**config.mk**
```make
export PLATFORM = sky130hd
export DESIGN_NAME = special_move_gen
export DESIGN_NICKNAME = d
export VERILOG_FILES = /design/src/logic/board_pkg.sv /design/src/logic/move_pkg.sv /design/src/logic/castle_check.sv /design/src/logic/enpassant_scan.sv /design/src/logic/move_fifo.sv /design/src/logic/move_collector.sv /design/src/logic/special_move_gen.sv
export SDC_FILE = /design/constraint.sdc
export NUM_CORES = 1
export LEC_CHECK = 0
export BUFFER_PORTS_ARGS = -buffer_cell sky130_fd_sc_hd__buf_4
export CAP_MARGIN = 20
export CORE_UTILIZATION = 54
export CTS_CLUSTER_SIZE = 25
export DETAILED_ROUTE_END_ITERATION = 16
export PLACE_DENSITY = 0.78
export SYNTH_ARGS = -nofsm -noshare
export SYNTH_HDL_FRONTEND = slang
export SYNTH_SLANG_ARGS = --single-unit
```
**constraint.sdc**
```tcl
create_clock -name clk -period 3.9 [get_ports clk]
set_clock_uncertainty 0.2 [all_clocks]
set_input_delay 0.39 -clock clk [delete_from_list [all_inputs] [get_ports clk]]
set_output_delay 0.39 -clock clk [all_outputs]
set_load 0.05 [all_outputs]
```
**src/logic/board_pkg.sv**
```systemverilog
package board_pkg;

	typedef enum logic [2:0] {
		EMPTY  = 3'o0,
		PAWN   = 3'o1,
		KNIGHT = 3'o2,
		BISHOP = 3'o3,
		ROOK   = 3'o4,
		QUEEN  = 3'o5,
		KING   = 3'o6,
		UNUSED = 3'o7
	} piece_kind_t;

	localparam logic WHITE = 1'b0;
	localparam logic BLACK = 1'b1;

	typedef struct packed {
		logic        colour;
		piece_kind_t kind;
	} square_t;

	localparam int NUM_COLS = 8;

	// square (col, row) sits at row * 8 + col, row 0 is rank 1, col 0 is column a
	typedef square_t [NUM_COLS*NUM_COLS-1:0] board_t;

	function automatic int board_index(int col, int row);
		return row * NUM_COLS + col;
	endfunction

	function automatic logic is_piece(square_t sq, logic colour, piece_kind_t kind);
		return (sq.colour == colour) && (sq.kind == kind);
	endfunction

	// colour bit of an empty square is don't care
	function automatic logic is_empty(square_t sq);
		return sq.kind == EMPTY;
	endfunction

endpackage

```
**src/logic/move_pkg.sv**
```systemverilog
package move_pkg;

	// [18:12] flags, [11:6] from square, [5:0] to square
	typedef logic [18:0] move_t;

	// flag bit positions in the move word
	localparam int FLAG_INVALID   = 18;
	localparam int FLAG_PROMOTE   = 17;
	localparam int FLAG_PAWN      = 16;
	localparam int FLAG_PAWN2     = 15;
	localparam int FLAG_ENPASSANT = 14;
	localparam int FLAG_CASTLE    = 13;
	localparam int FLAG_CAPTURE   = 12;

	localparam int FLAGS_LSB = 12;

	localparam logic [6:0] FLAGS_CASTLE = 7'(1 << (FLAG_CASTLE - FLAGS_LSB));

	localparam logic [6:0] FLAGS_ENPASSANT = 7'((1 << (FLAG_PAWN - FLAGS_LSB)) |
		(1 << (FLAG_ENPASSANT - FLAGS_LSB)) |
		(1 << (FLAG_CAPTURE - FLAGS_LSB)));

	// slot 0 kingside, 1 queenside, 2+2c / 3+2c en passant into column c
	localparam int NUM_CAND = 18;

	typedef enum logic [1:0] {
		IDLE,
		SCAN,
		DONE
	} collect_state_t;

	// move words code a square column first, unlike the board index
	function automatic logic [5:0] move_square(int col, int row);
		return 6'(col * 8 + row);
	endfunction

	function automatic move_t make_move(logic [6:0] flags, logic [5:0] from,
		logic [5:0] to);
		return {flags, from, to};
	endfunction

endpackage

```
**src/logic/castle_check.sv**
```systemverilog
`timescale 1ns/1ps

module castle_check import board_pkg::*, move_pkg::*; (
	input  logic        clk,
	input  logic        reset,
	input  logic        start,
	input  board_t      board,
	input  logic        lcas_flag,
	input  logic        rcas_flag,
	output move_t [1:0] cand_move,
	output logic  [1:0] cand_valid
);

	logic king_home;
	logic kside_ok;
	logic qside_ok;

	// no check or attacked-square test, only occupancy and the flags
	assign king_home = is_piece(board[board_index(4, 0)], WHITE, KING); // e1

	assign kside_ok = king_home && rcas_flag &&
		is_piece(board[board_index(7, 0)], WHITE, ROOK) &&
		is_empty(board[board_index(5, 0)]) &&
		is_empty(board[board_index(6, 0)]);

	assign qside_ok = king_home && lcas_flag &&
		is_piece(board[board_index(0, 0)], WHITE, ROOK) &&
		is_empty(board[board_index(1, 0)]) &&
		is_empty(board[board_index(2, 0)]) &&
		is_empty(board[board_index(3, 0)]);

	always_ff @(posedge clk) begin
		if (reset)
			cand_valid <= '0;
		else if (start)
			cand_valid <= {qside_ok, kside_ok};
	end

	always_ff @(posedge clk) begin
		if (start) begin
			cand_move[0] <= make_move(FLAGS_CASTLE, move_square(4, 0), move_square(6, 0)); // e1-g1
			cand_move[1] <= make_move(FLAGS_CASTLE, move_square(4, 0), move_square(2, 0)); // e1-c1
		end
	end

endmodule

```
**src/logic/enpassant_scan.sv**
```systemverilog
`timescale 1ns/1ps

module enpassant_scan import board_pkg::*, move_pkg::*; (
	input  logic                       clk,
	input  logic                       reset,
	input  logic                       start,
	input  board_t                     board,
	input  logic  [NUM_COLS-1:0]       enp_flags,
	output move_t [2*NUM_COLS-1:0]     cand_move,
	output logic  [2*NUM_COLS-1:0]     cand_valid
);

	move_t [2*NUM_COLS-1:0] move_next;
	logic  [2*NUM_COLS-1:0] valid_next;

	// even entry: attacker on the left, odd entry: attacker on the right
	for (genvar c = 0; c < NUM_COLS; c++) begin : g_col
		localparam int LCOL = (c > 0) ? c - 1 : c;
		localparam int RCOL = (c < NUM_COLS - 1) ? c + 1 : c;

		logic victim;
		logic left_pawn;
		logic right_pawn;

		// black pawn that just made its double step onto rank 5
		assign victim = enp_flags[c] && is_piece(board[board_index(c, 4)], BLACK, PAWN);

		assign left_pawn = is_piece(board[board_index(LCOL, 4)], WHITE, PAWN);
		assign right_pawn = is_piece(board[board_index(RCOL, 4)], WHITE, PAWN);

		assign valid_next[2*c] = (c > 0) && victim && left_pawn; // nothing left of column a
		assign valid_next[2*c+1] = (c < NUM_COLS - 1) && victim && right_pawn;

		// capture lands behind the victim on rank 6
		assign move_next[2*c] = make_move(FLAGS_ENPASSANT, move_square(LCOL, 4),
			move_square(c, 5));
		assign move_next[2*c+1] = make_move(FLAGS_ENPASSANT, move_square(RCOL, 4),
			move_square(c, 5));
	end

	always_ff @(posedge clk) begin
		if (reset)
			cand_valid <= '0;
		else if (start)
			cand_valid <= valid_next;
	end

	always_ff @(posedge clk) begin
		if (start)
			cand_move <= move_next;
	end

endmodule

```
**src/logic/move_fifo.sv**
```systemverilog
`timescale 1ns/1ps

module move_fifo import move_pkg::*; #(
	parameter int DEPTH = 32
) (
	input  logic  clk,
	input  logic  reset,
	input  logic  clear,
	input  logic  wren,
	input  move_t wdata,
	input  logic  rden,
	output move_t rdata,
	output logic  empty,
	output logic  full
);

	localparam int AW = (DEPTH > 1) ? $clog2(DEPTH) : 1;
	localparam int CW = $clog2(DEPTH + 1);

	move_t         mem [DEPTH];
	logic [AW-1:0] wptr;
	logic [AW-1:0] rptr;
	logic [CW-1:0] count; // occupancy
	logic          do_wr;
	logic          do_rd;

	function automatic logic [AW-1:0] next_ptr(logic [AW-1:0] ptr);
		return (ptr == AW'(DEPTH - 1)) ? '0 : ptr + 1'b1;
	endfunction

	assign empty = (count == '0);
	assign full = (count == CW'(DEPTH));
	assign do_wr = wren && !full;
	assign do_rd = rden && !empty; // pop on empty is dropped
	assign rdata = mem[rptr]; // head shows without a read

	always_ff @(posedge clk) begin
		if (do_wr)
			mem[wptr] <= wdata;
	end

	always_ff @(posedge clk) begin
		if (reset || clear) begin
			wptr <= '0;
			rptr <= '0;
			count <= '0;
		end else begin
			if (do_wr)
				wptr <= next_ptr(wptr);
			if (do_rd)
				rptr <= next_ptr(rptr);
			case ({do_wr, do_rd})
				2'b10: count <= count + 1'b1;
				2'b01: count <= count - 1'b1;
				default: count <= count; // both or neither
			endcase
		end
	end

endmodule

```
**src/logic/move_collector.sv**
```systemverilog
`timescale 1ns/1ps

module move_collector import move_pkg::*; #(
	parameter int FIFO_DEPTH = 32
) (
	input  logic         clk,
	input  logic         reset,
	input  logic         start,
	input  move_t [1:0]  castle_move,
	input  logic  [1:0]  castle_valid,
	input  move_t [15:0] enp_move,
	input  logic  [15:0] enp_valid,
	input  logic         rden,
	output move_t        move_out,
	output logic         fifo_empty,
	output logic         done
);

	collect_state_t        state;
	logic [4:0]            slot;
	move_t [NUM_CAND-1:0]  slot_move;
	logic  [NUM_CAND-1:0]  slot_valid;
	logic                  fifo_full;
	logic                  fifo_clear;
	logic                  wren;
	logic                  advance;

	// castling first, then en passant by column
	assign slot_move = {enp_move, castle_move};
	assign slot_valid = {enp_valid, castle_valid};

	// a new run throws away whatever the last one left unread
	assign fifo_clear = start && (state != SCAN);

	// an empty slot never waits on a full queue
	assign advance = (state == SCAN) && (!slot_valid[slot] || !fifo_full);
	assign wren = (state == SCAN) && slot_valid[slot] && !fifo_full;

	assign done = (state == DONE);

	always_ff @(posedge clk) begin
		if (reset) begin
			state <= IDLE;
			slot <= '0;
		end else begin
			case (state)
				SCAN: begin
					if (advance) begin
						if (slot == 5'(NUM_CAND - 1))
							state <= DONE;
						else
							slot <= slot + 5'd1;
					end
				end
				default: begin
					// idle or done, start is ignored while scanning
					if (start) begin
						state <= SCAN;
						slot <= '0;
					end
				end
			endcase
		end
	end

	move_fifo #(
		.DEPTH(FIFO_DEPTH)
	) u_fifo (
		.clk(clk),
		.reset(reset),
		.clear(fifo_clear),
		.wren(wren),
		.wdata(slot_move[slot]),
		.rden(rden),
		.rdata(move_out),
		.empty(fifo_empty),
		.full(fifo_full)
	);

endmodule

```
**src/logic/special_move_gen.sv**
```systemverilog
`timescale 1ns/1ps

module special_move_gen import board_pkg::*, move_pkg::*; #(
	parameter int FIFO_DEPTH = 32
) (
	input  logic                clk,
	input  logic                reset,
	input  logic                start,
	input  board_t              board,
	input  logic                lcas_flag,
	input  logic                rcas_flag,
	input  logic [NUM_COLS-1:0] enp_flags,
	input  logic                rden,
	output move_t               move_out,
	output logic                fifo_empty,
	output logic                done
);

	move_t [1:0]            castle_move;
	logic  [1:0]            castle_valid;
	move_t [2*NUM_COLS-1:0] enp_move;
	logic  [2*NUM_COLS-1:0] enp_valid;

	castle_check u_castle (
		.clk(clk),
		.reset(reset),
		.start(start),
		.board(board),
		.lcas_flag(lcas_flag),
		.rcas_flag(rcas_flag),
		.cand_move(castle_move),
		.cand_valid(castle_valid)
	);

	enpassant_scan u_enp (
		.clk(clk),
		.reset(reset),
		.start(start),
		.board(board),
		.enp_flags(enp_flags),
		.cand_move(enp_move),
		.cand_valid(enp_valid)
	);

	// both scanners hold their candidates until the next start
	move_collector #(
		.FIFO_DEPTH(FIFO_DEPTH)
	) u_collect (
		.clk(clk),
		.reset(reset),
		.start(start),
		.castle_move(castle_move),
		.castle_valid(castle_valid),
		.enp_move(enp_move),
		.enp_valid(enp_valid),
		.rden(rden),
		.move_out(move_out),
		.fifo_empty(fifo_empty),
		.done(done)
	);

endmodule

```
After elaboration in Yosys (flattened, before gate mapping)
Memory sizes are Yosys's and may differ from the RTL's. A register that Yosys moved wholly into a read port is not among the register bits.
Cells that the tools add are included.
{"block": "op_classes", "addsub": 5, "n_lt_le_gt_ge": 1, "eq_ne": 23, "n_mux": 20, "bitwise_logic": 11, "reduce_logical": 71}
{"cell": "logical AND 1 bit", "n": 56}
{"cell": "2-to-1 mux 5 bit", "n": 10}
{"cell": "equality test 3 x 1 -> 1 bit, second input constant", "n": 8}
{"cell": "2-to-1 mux 19 bit", "n": 1}
{"cell": "adder 5 x 1 -> 5 bit, second input constant", "n": 3}
{"cell": "equality test 5 bit, second input constant", "n": 3}
{"cell": "zero test 3 bit", "n": 5}
{"cell": "case mux 6 bit (2 select lines)", "n": 1}
{"cell": "NOT 1 bit", "n": 11}
{"cell": "equality test 3 bit, second input constant", "n": 3}
{"cell": "2-to-1 mux 2 bit", "n": 4}
{"cell": "adder 6 x 1 -> 6 bit, second input constant", "n": 1}
{"cell": "equality test 6 bit, second input constant", "n": 1}
{"cell": "zero test 6 bit", "n": 1}
{"cell": "< comparator 5 x 6 -> 1 bit, second input constant", "n": 1}
{"cell": "AND reduction 3 bit", "n": 2}
{"cell": "subtractor 6 x 1 -> 6 bit, second input constant", "n": 1}
{"cell": "binary-select mux 1 bit (select 5 bit)", "n": 1}
{"cell": "equality test 2 x 1 -> 1 bit, second input constant", "n": 2}
{"cell": "equality test 2 bit, second input constant", "n": 2}
{"cell": "!= test 2 x 1 -> 1 bit, second input constant", "n": 2}
{"cell": "!= test 2 bit, second input constant", "n": 2}
{"cell": "nonzero test 2 bit", "n": 2}
{"cell": "zero test 1 bit", "n": 3}
{"cell": "2 further kinds", "n": 5}
{"block": "word_totals", "regBits": 39, "ram_bits": 608, "mem_bits_ro": 608, "in_bits": 270, "output_inout_bits": 21, "word_cells": 140, "mem_count": 2}
{"memory": "(name not given)", "depth": 32, "word_bits": 19, "read_ports": 1, "rd_clocked_by_memory_dff": 1, "write_ports": 0, "line_no": "move_collector.sv:73", "rtl": ".wdata(slot_move[slot]),"}
{"memory": "u_collect.u_fifo.mem", "depth": 32, "word_bits": 19, "read_ports": 1, "rd_clocked_by_memory_dff": 1, "write_ports": 1, "line_no": "move_fifo.sv:20", "rtl": "move_t mem [DEPTH];"}

Longest topological paths before layout
Gate-level depths: netlist (run 1).
{"block": "logic_depth", "word_depth": 9, "ltp_mapped": 18, "depth_no_buf": 15}

Hierarchy
Synthesis (run 1) repeated with hierarchy kept, for this count alone.
{"block": "unflattened", "hier_cells": 1938, "area_unflattened_um2": 31123.6}
{"mod": "move_fifo", "n_inst": 1, "cells_per_inst": 1254, "area_per_inst_um2": 24359.6}
{"mod": "move_collector", "n_inst": 1, "cells_per_inst": 249, "area_per_inst_um2": 3276.9}
{"mod": "enpassant_scan", "n_inst": 1, "cells_per_inst": 377, "area_per_inst_um2": 3039.2}
{"mod": "castle_check", "n_inst": 1, "cells_per_inst": 58, "area_per_inst_um2": 447.9}

Worst setup path after synthesis (run 1)
No wires, ideal clock.
{"block": "synth_timing", "path_type": "register to register", "from": "reg u_collect.slot[0]", "to": "reg u_collect.u_fifo.count[4]", "setup_ns": 0.128, "arrival_time_ns": 3.234, "required_time_ns": 3.572, "slack_ns": 0.339, "path_stages_with_launch": 19, "n_path_buf": 3, "synth_period_minus_slack_ns": 3.561, "path_cell_list": "dfxtp_1 -> buf_2 -> nor2_1 -> nand3_1 -> a2111o_2 -> a21oi_2 -> buf_2 -> inv_1 -> ha_1 -> clkbuf_1 -> xor2_1 -> ha_1 -> a21oi_1 -> nor2b_1 -> o21ai_0 -> a21o_1 -> a31oi_1 -> xnor2_1 -> nor2_1"}
{"block": "synth_between", "elab_chain_len": 7}
{"item": "start, declared", "line_no": "move_collector.sv:20", "rtl": "logic [4:0] slot;"}
{"item": "start signal, assigned", "line_no": "move_collector.sv:52", "rtl": "slot <= slot + 5'd1;"}
{"item": "binary-select mux 1 bit (select 5 bit) *", "line_no": "move_collector.sv:37", "rtl": "assign wren = (state == SCAN) && slot_valid[slot] && !fifo_full;"}
{"item": "2-to-1 mux 1 bit (implied by the code) *", "line_no": "move_collector.sv:37"}
{"item": "logical AND 1 bit * (2 in a row)", "line_no": "move_collector.sv:37"}
{"item": "logical AND 1 bit *", "line_no": "move_fifo.sv:33", "rtl": "assign do_wr = wren && !full;"}
{"item": "equality test 2 x 1 -> 1 bit or equality test 2 bit (tied branches)", "line_no": "move_fifo.sv:52", "rtl": "case ({do_wr, do_rd})"}
{"item": "case mux 6 bit (2 select lines) or nonzero test 2 bit (tied branches)"}
{"item": "end signal, assigned", "line_no": "move_fifo.sv:53", "rtl": "2'b10: count <= count + 1'b1;"}
{"item": "end signal, assigned", "line_no": "move_fifo.sv:54", "rtl": "2'b01: count <= count - 1'b1;"}
{"item": "end signal, assigned", "line_no": "move_fifo.sv:55", "rtl": "default: count <= count;"}
{"item": "end, declared", "line_no": "move_fifo.sv:23", "rtl": "logic [CW-1:0] count;"}
Every way passes the cells marked *; elsewhere a longest branch is shown, timed or not. The select of a mux whose other input is x is not followed.
A chain may end at the register's enable or synchronous reset.

==> results of run 1 <==
power by group through the flow:
stage / Combinational [mW] / Sequential, mW / Clock (mW)
floorplan: 0.0596 / 3.61 / 0
finish: 0.139 / 3.54 / 2.82
global placement: 0.117 / 3.62 / 0
detailed placement: 0.119 / 3.62 / 0
CTS: 0.127 / 3.55 / 2.86
global route: 0.151 / 3.54 / 2.99
state kept, by name, indices dropped and copies added, names as in the netlist, named ones only:
register                flops
u_collect.u_fifo.mem      256
u_collect.state             2
u_collect.u_fifo.count      6
u_castle.cand_valid         2
u_collect.u_fifo.rptr       5
u_collect.u_fifo.wdata      8
u_collect.u_fifo.wptr       5
u_collect.slot              5
u_enp.cand_valid           14
what timing repair did:
action                                 in CTS  in global routing
hold buffers                               21                  0
setup endpoints to repair                   0                  0
endpoints found under the hold margin      18                  0
cell type report:
type	count	area (sq um)	area share, %
Clock buffer	35	832	5.44
Inverter	15	58.8	0.385
Timing Repair Buffer	153	1300	8.48
Sequential cell	308	8730	57.1
Clock inverter	18	149	0.974
Tap cell	319	399	2.61
Multi-Input combinational cell	392	3810	25.0
final timing paths:
path | to | slack (ns) | cells after the start
worst max-delay path | move_out[8] | 0.26 | 5
worst min register to register | flop | 0.29 | 2
worst max register to register | u_collect.u_fifo.count[4] | 0.37 | 15
worst min-delay path | u_enp.cand_valid[11] | 0.03 | 4
through the flow:
step           worst slack, ns  instance area [sq um]  hold WS, ns  std cells  power (mW)
5_1_grt                 0.0403                  15300       0.0413       1240        6.68
2_1_floorplan            0.339                  12800        0.236        764        3.67
6_report                 0.261                  15300       0.0292       1240        6.50
4_1_cts                  0.199                  15200      0.00995       1234        6.53
3_5_place_dp             0.404                  14000        0.257       1160        3.74
3_3_place_gp             0.435                  14000        0.250       1160        3.73
worst register-to-register path, stage by stage, from the launching register on:
cell	delay (ns)
dfxtp_1	0.63
mux2_1	0.23
o32ai_1	0.09
a2111o_2	0.51
a21oi_2	0.19
inv_1	0.08
ha_1	0.25
xor2_1	0.16
ha_1	0.18
a21oi_1	0.23
nor2b_1	0.08
o21ai_0	0.17
a21o_1	0.14
a31oi_1	0.09
xnor2_1	0.15
nor2_1	0.05
cell usage in the layout, fill, tap and decap left out, types with 5 or more instances in the layout:
master / Yosys / layout
nor3_1: 9 / 9
inv_6: 0 / 6
edfxtp_1: 256 / 256
dfxtp_1: 52 / 50
clkinv_2: 0 / 7
a21oi_1: 19 / 19
nor4b_1: 11 / 11
o21ai_0: 12 / 12
nor2_1: 71 / 71
nand2b_1: 5 / 5
and3_1: 7 / 7
mux2_2: 9 / 9
mux4_2: 81 / 81
or3_1: 6 / 6
ha_1: 17 / 17
nand2_1: 35 / 35
a22oi_1: 10 / 10
dlygate4sd3_1: 0 / 21
nand3_1: 14 / 14
nor3b_1: 5 / 5
inv_1: 13 / 13
clkbuf_16: 0 / 32
mux2i_1: 5 / 5
conb_1: 1 / 6
buf_4: 11 / 124
cell families after synthesis:
logic type	after synthesis	synth area share [%]
and+or+nand+nor	198	8.10
AOI/OAI and AO/OA	64	3.39
adders and majority gates	17	1.66
muxes	100	15.9
xor gates and xnor gates	7	0.478
DFF	308	68.0
buffers and inverters	64	2.37
other	1	0.0292
per-layer routing:
metal / up-vias / GRT usage [%] / wire, microns
li1: 3263 / - / -
met1: 3576 / 27.8 / 10600
met2: 243 / 36.8 / 13000
met3: 48 / 3.19 / 1260
met4: 0 / 7.10 / 599
met5: - / 0 / 0
==> flow_metrics.py, run 1 <==
metrics = {
    "final_layout": {
        "fin_nets": 1186,
        "fillers": 1621,
        "utilization_pct": 65.3,
        "insertedDiodeCount": 0,
        "area_delta_synth_final_pct": 19.1,
        "drive_gt1_share_pct": 32.5,
    },
    "timing": {
        "period_share_pct": 93.3,
        "hold_viol": 0,
        "setup_violations": 0,
        "fmax_mhz": 275,
        "min_period_ns": 3.64,
        "maxSlewViolCount": 0,
        "max_slew_margin_pct": 27.0,
        "rsz0062_at_grt": "no",
        "setup_tns_ns": 0,
        "tightest_slew_ns": 1.09,
    },
    "yosys": {
        "synth_cell_type_count": 64,
        "ys_warn_count": 0,
        "synth.cells.most_frequent": "edfxtp_1 (256), mux4_2 (81), nor2_1 (71)",
        "synth.area.top_cells": "edfxtp_1 (60%), mux4_2 (14%), dfxtp_1 (8.1%), nor2_1 (2.1%), ha_1 (1.7%)",
        "synth_area_sq_mm": 0.0128,
        "synth_seq_cells": 308,
        "synth.top_cell.area_share_pct": 59.9,
        "synth_edf_count": 256,
        "seq_area_frac_synth_pct": 68.0,
        "postSynthAreaPerCell_sq_um": 16.9,
        "async_flop_share_pct": 0,
        "synthFlopType": "edfxtp_1",
        "synthCells": 759,
        "synth_top_cell_by_area": "edfxtp_1",
        "yosysMostFrequentCell": "edfxtp_1",
    },
    "route": {
        "vias": 7130,
        "wl_per_cell_microns": 20.5,
        "avgViaCountPerCell": 5.75,
        "routed_wl_mm": 25.5,
        "drc": 0,
        "dr.pass1.iters": 5,
        "drt-initial-drc-count": 490,
        "drtAntennaViolNets": 0,
    },
    "worst_setup_path": {
        "end_kind": "output port",
        "crit_path_max_fanout": 16,
        "critPathKind": "reg -> out",
        "slowest_stage": "mux4_2",
        "worst-path-buf-inv": 2,
        "cp_top_family": "multiplexers",
        "cp.required_ns": 3.31,
        "cp.arrival_ns": 3.05,
        "cp-start-kind": "flop",
        "r2r_start": "u_collect.slot[1]",
        "crit_path_max_incr_delay_ns": 0.56,
        "path_cells": "buf_4 > mux4_2 > mux4_2 > mux2_2 > buf_4",
    },
    "clock_tree": {
        "clock_path_buffers": 3,
        "root_buffer": "clkbuf_16",
        "post_cts_buffers": 0,
        "postCtsResizedCells": 0,
        "insertion_delay_ns": 0.54,
        "numCtsBuffers": 29,
        "path_clk_slew_ns": 0.06,
        "cts-htree-levels": 1,
        "clock-sinks": 308,
        "cts_tree": "yes",
    },
    "die": {
        "core_sq_mm": 0.0234,
        "std_cell_rows": 56,
        "dieArea_sq_mm": 0.0244,
        "fp.dieH_microns": 156,
        "io_pins": 291,
        "die_w_microns": 156,
        "initial_core_util_pct": 54.8,
    },
    "run": {
        "maxCapViolations": 0,
    },
    "grt": {
        "antenna_found_initial": 0,
        "grt_usage_pct": 21.3,
        "grt_max_degree": 39,
        "grt_pass1_vias": 7342,
        "grt-ovfl-total": 0,
        "grt_pass1_wl_mm": 39.3,
    },
    "power_and_ir_drop": {
        "switching_power_mw": 1.29,
        "swShare_pct": 19.8,
        "p_int_mw": 5.21,
        "pwr-share-comb_pct": 2.1,
        "power.density_mw_per_mm2": 425,
        "clockPowerShare_pct": 43.4,
        "pwr-share-seq_pct": 54.5,
        "ir_drop_uv": 258,
        "power_leakage_nw": 4.97,
    },
    "min_path": {
        "min-delay-start": "board[155]",
        "hp-class": "in -> reg",
    },
    "place": {
        "dpl.hpwl_mm": 16.3,
        "routabilityCongestion": 0.856,
        "port_buffers": 87,
    },
    "status": {
        "status": "finished, final reports clean",
    },
}
(Power assumes the default switching activity.)
==> run 2, diff against run 1 <==
--- a/config.mk
+++ b/config.mk
@@ -13,2 +13,3 @@
 export PLACE_DENSITY = 0.78
+export SETUP_SLACK_MARGIN = 0.15
 export SYNTH_ARGS = -nofsm -noshare
--- a/constraint.sdc
+++ b/constraint.sdc
@@ -4,2 +4,2 @@
 set_output_delay 0.39 -clock clk [all_outputs]
-set_load 0.05 [all_outputs]
+set_load 0.01 [all_outputs]
==> run 2 against run 1 <==
Effect of this change:
- sequential share of layout area fell by 0.39 points
- clock power up 2%
- first-iteration DRC count grew 6.5%
- sequential power about the same
- total power rose by 1.0%
- worst setup slack better by 0.042 ns
- register-to-register slack better by 0.19 ns
- critical path depth did not move
- largest cell class unchanged
- global-route usage rose by 0.44 points
- maximum frequency grew 1.2%
- non-clock buffer count is 1 higher
- largest power group unchanged
- sequential cell count did not move
==> flow_metrics.py, run 2 (synthesized netlist as in run 1, its figures left out) <==
metrics = {
    "status": {
        "status": "finished, final reports clean",
    },
    "grt": {
        "antenna_found_initial": 1,
        "grt_pass1_wl_mm": 39.6,
        "grt_pass1_vias": 7102,
        "grt-ovfl-total": 0,
        "grt_max_degree": 33,
        "grt_usage_pct": 21.8,
    },
    "clock_tree": {
        "cts_tree": "yes",
        "post_cts_buffers": 0,
        "clock_path_buffers": 3,
        "numCtsBuffers": 30,
        "insertion_delay_ns": 0.55,
        "cts-htree-levels": 1,
        "clock-sinks": 308,
        "path_clk_slew_ns": 0.06,
        "root_buffer": "clkbuf_16",
    },
    "route": {
        "drc": 0,
        "drtAntennaViolNets": 0,
        "routed_wl_mm": 25.5,
        "dr.pass1.iters": 5,
        "wl_per_cell_microns": 20.5,
        "drt-initial-drc-count": 522,
        "avgViaCountPerCell": 5.67,
        "vias": 7064,
    },
    "power_and_ir_drop": {
        "pwr-share-comb_pct": 2.0,
        "p_int_mw": 5.32,
        "swShare_pct": 19.0,
        "pwr-share-seq_pct": 53.9,
        "ir_drop_uv": 264,
        "clockPowerShare_pct": 44.1,
        "power_leakage_nw": 4.99,
        "switching_power_mw": 1.25,
        "power.density_mw_per_mm2": 427,
    },
    "timing": {
        "period_share_pct": 92.2,
        "max_slew_margin_pct": 46.9,
        "rsz0062_at_grt": "no",
        "setup_tns_ns": 0,
        "setup_violations": 0,
        "maxSlewViolCount": 0,
        "min_period_ns": 3.60,
        "hold_viol": 0,
        "tightest_slew_ns": 0.796,
        "fmax_mhz": 278,
    },
    "worst_setup_path": {
        "crit_path_max_fanout": 27,
        "worst-r2r-setup-slack_ns": 0.56,
        "end_kind": "output port",
        "cp.arrival_ns": 3.01,
        "r2r_cells": 15,
        "critPathKind": "reg -> out",
        "cp.required_ns": 3.31,
        "worstSetupEndpoint": "move_out[11]",
        "worstReg2RegEnd": "u_collect.u_fifo.count[4]",
        "r2r_start": "u_collect.slot[0]",
        "cp-start-kind": "flop",
    },
    "run": {
        "maxCapViolations": 0,
    },
    "final_layout": {
        "regArea_sq_mm": 0.00873,
        "fin_area_sq_mm": 0.0154,
        "area_delta_synth_final_pct": 20.0,
        "final_common_cell": "edfxtp_1",
        "fin_nets": 1188,
        "largest-register": "u_collect.u_fifo.mem",
        "largest_register_ffs": 256,
        "multi_input_area_sq_mm": 0.00381,
        "drive_gt1_share_pct": 31.9,
        "final_cell_mix": "edfxtp_1 (256), buf_4 (118), mux4_2 (81)",
        "fillers": 1588,
    },
    "place": {
        "dpl.hpwl_mm": 16.0,
        "port_buffers": 87,
        "routabilityCongestion": 0.846,
        "placed_area_sq_mm": 0.0140,
    },
    "die": {
        "dieArea_sq_mm": 0.0244,
        "std_cell_rows": 56,
        "fp.dieH_microns": 156,
        "core_sq_mm": 0.0234,
        "io_pins": 291,
        "die_w_microns": 156,
        "initial_core_util_pct": 54.8,
    },
    "min_path": {
        "hp-class": "in -> reg",
    },
}
run 2: layout make-up:
class	instances	area share, %
Clock inverter	18	1.20
Timing Repair Buffer	154	8.86
Antenna cell	1	0.0163
Tap cell	319	2.59
Inverter	15	0.382
Clock buffer	38	5.41
Sequential cell	308	56.8
Multi-Input combinational cell	392	24.8
run 2: through the flow:
stage | hold WS [ns] | utilization, % | std cells | power, mW | worst slack [ns]
floorplan | 0.236 | - | 764 | 3.66 | 0.339
global placement | 0.249 | 59.7 | 1156 | 3.72 | 0.449
detailed placement | 0.267 | 59.7 | 1156 | 3.73 | 0.420
CTS | 0.00356 | 65.1 | 1236 | 6.61 | 0.235
global route | 0.0321 | 65.7 | 1244 | 6.76 | 0.170
finish | 0.0203 | 65.8 | 1245 | 6.57 | 0.304
run 2: power groups by stage:
| stage | sequential (mW) | combinational (mW) | clock [mW] |
|---|---|---|---|
| 2_1_floorplan | 3.61 | 0.0493 | 0 |
| 3_3_place_gp | 3.62 | 0.107 | 0 |
| 3_5_place_dp | 3.62 | 0.109 | 0 |
| 4_1_cts | 3.55 | 0.118 | 2.95 |
| 5_1_grt | 3.54 | 0.145 | 3.08 |
| 6_report | 3.54 | 0.132 | 2.89 |
run 2: how the worst min path moves through the flow:
stage	from	slack, ns	end	cells past startpoint
after floorplan	u_castle.cand_valid[0]	0.24	u_castle.cand_valid[0]	2
after global placement	u_enp.cand_valid[2]	0.25	u_enp.cand_valid[2]	2
after detailed placement	u_enp.cand_valid[14]	0.27	u_enp.cand_valid[14]	2
after CTS	board[139]	0.004	u_enp.cand_valid[3]	4
after global routing	board[142]	0.03	u_enp.cand_valid[5]	4
final	board[142]	0.02	u_enp.cand_valid[6]	4
run 2: metal layers:
| layer | global-route usage (%) | share of wire [%] | up-vias |
|---|---|---|---|
| li1 | - | - | 3277 |
| met1 | 28.4 | 42 | 3511 |
| met2 | 38.2 | 51 | 239 |
| met3 | 3.08 | 5.5 | 37 |
| met4 | 6.35 | 1.8 | 0 |
| met5 | 0 | 0 | - |
run 2: critical path, cell delays in order, from the launching register on:
cell and delay (ns):
dfxtp_4 0.60, buf_12 0.30, mux4_2 0.57, mux4_2 0.51, mux2_2 0.32, buf_4 0.15
run 2: timing repair:
item | 4_1_cts | 5_1_grt
endpoints found under the hold margin | 18 | 0
gates resized for setup | 0 | 1
hold buffers | 24 | 0
endpoints found under the setup margin | 0 | 2
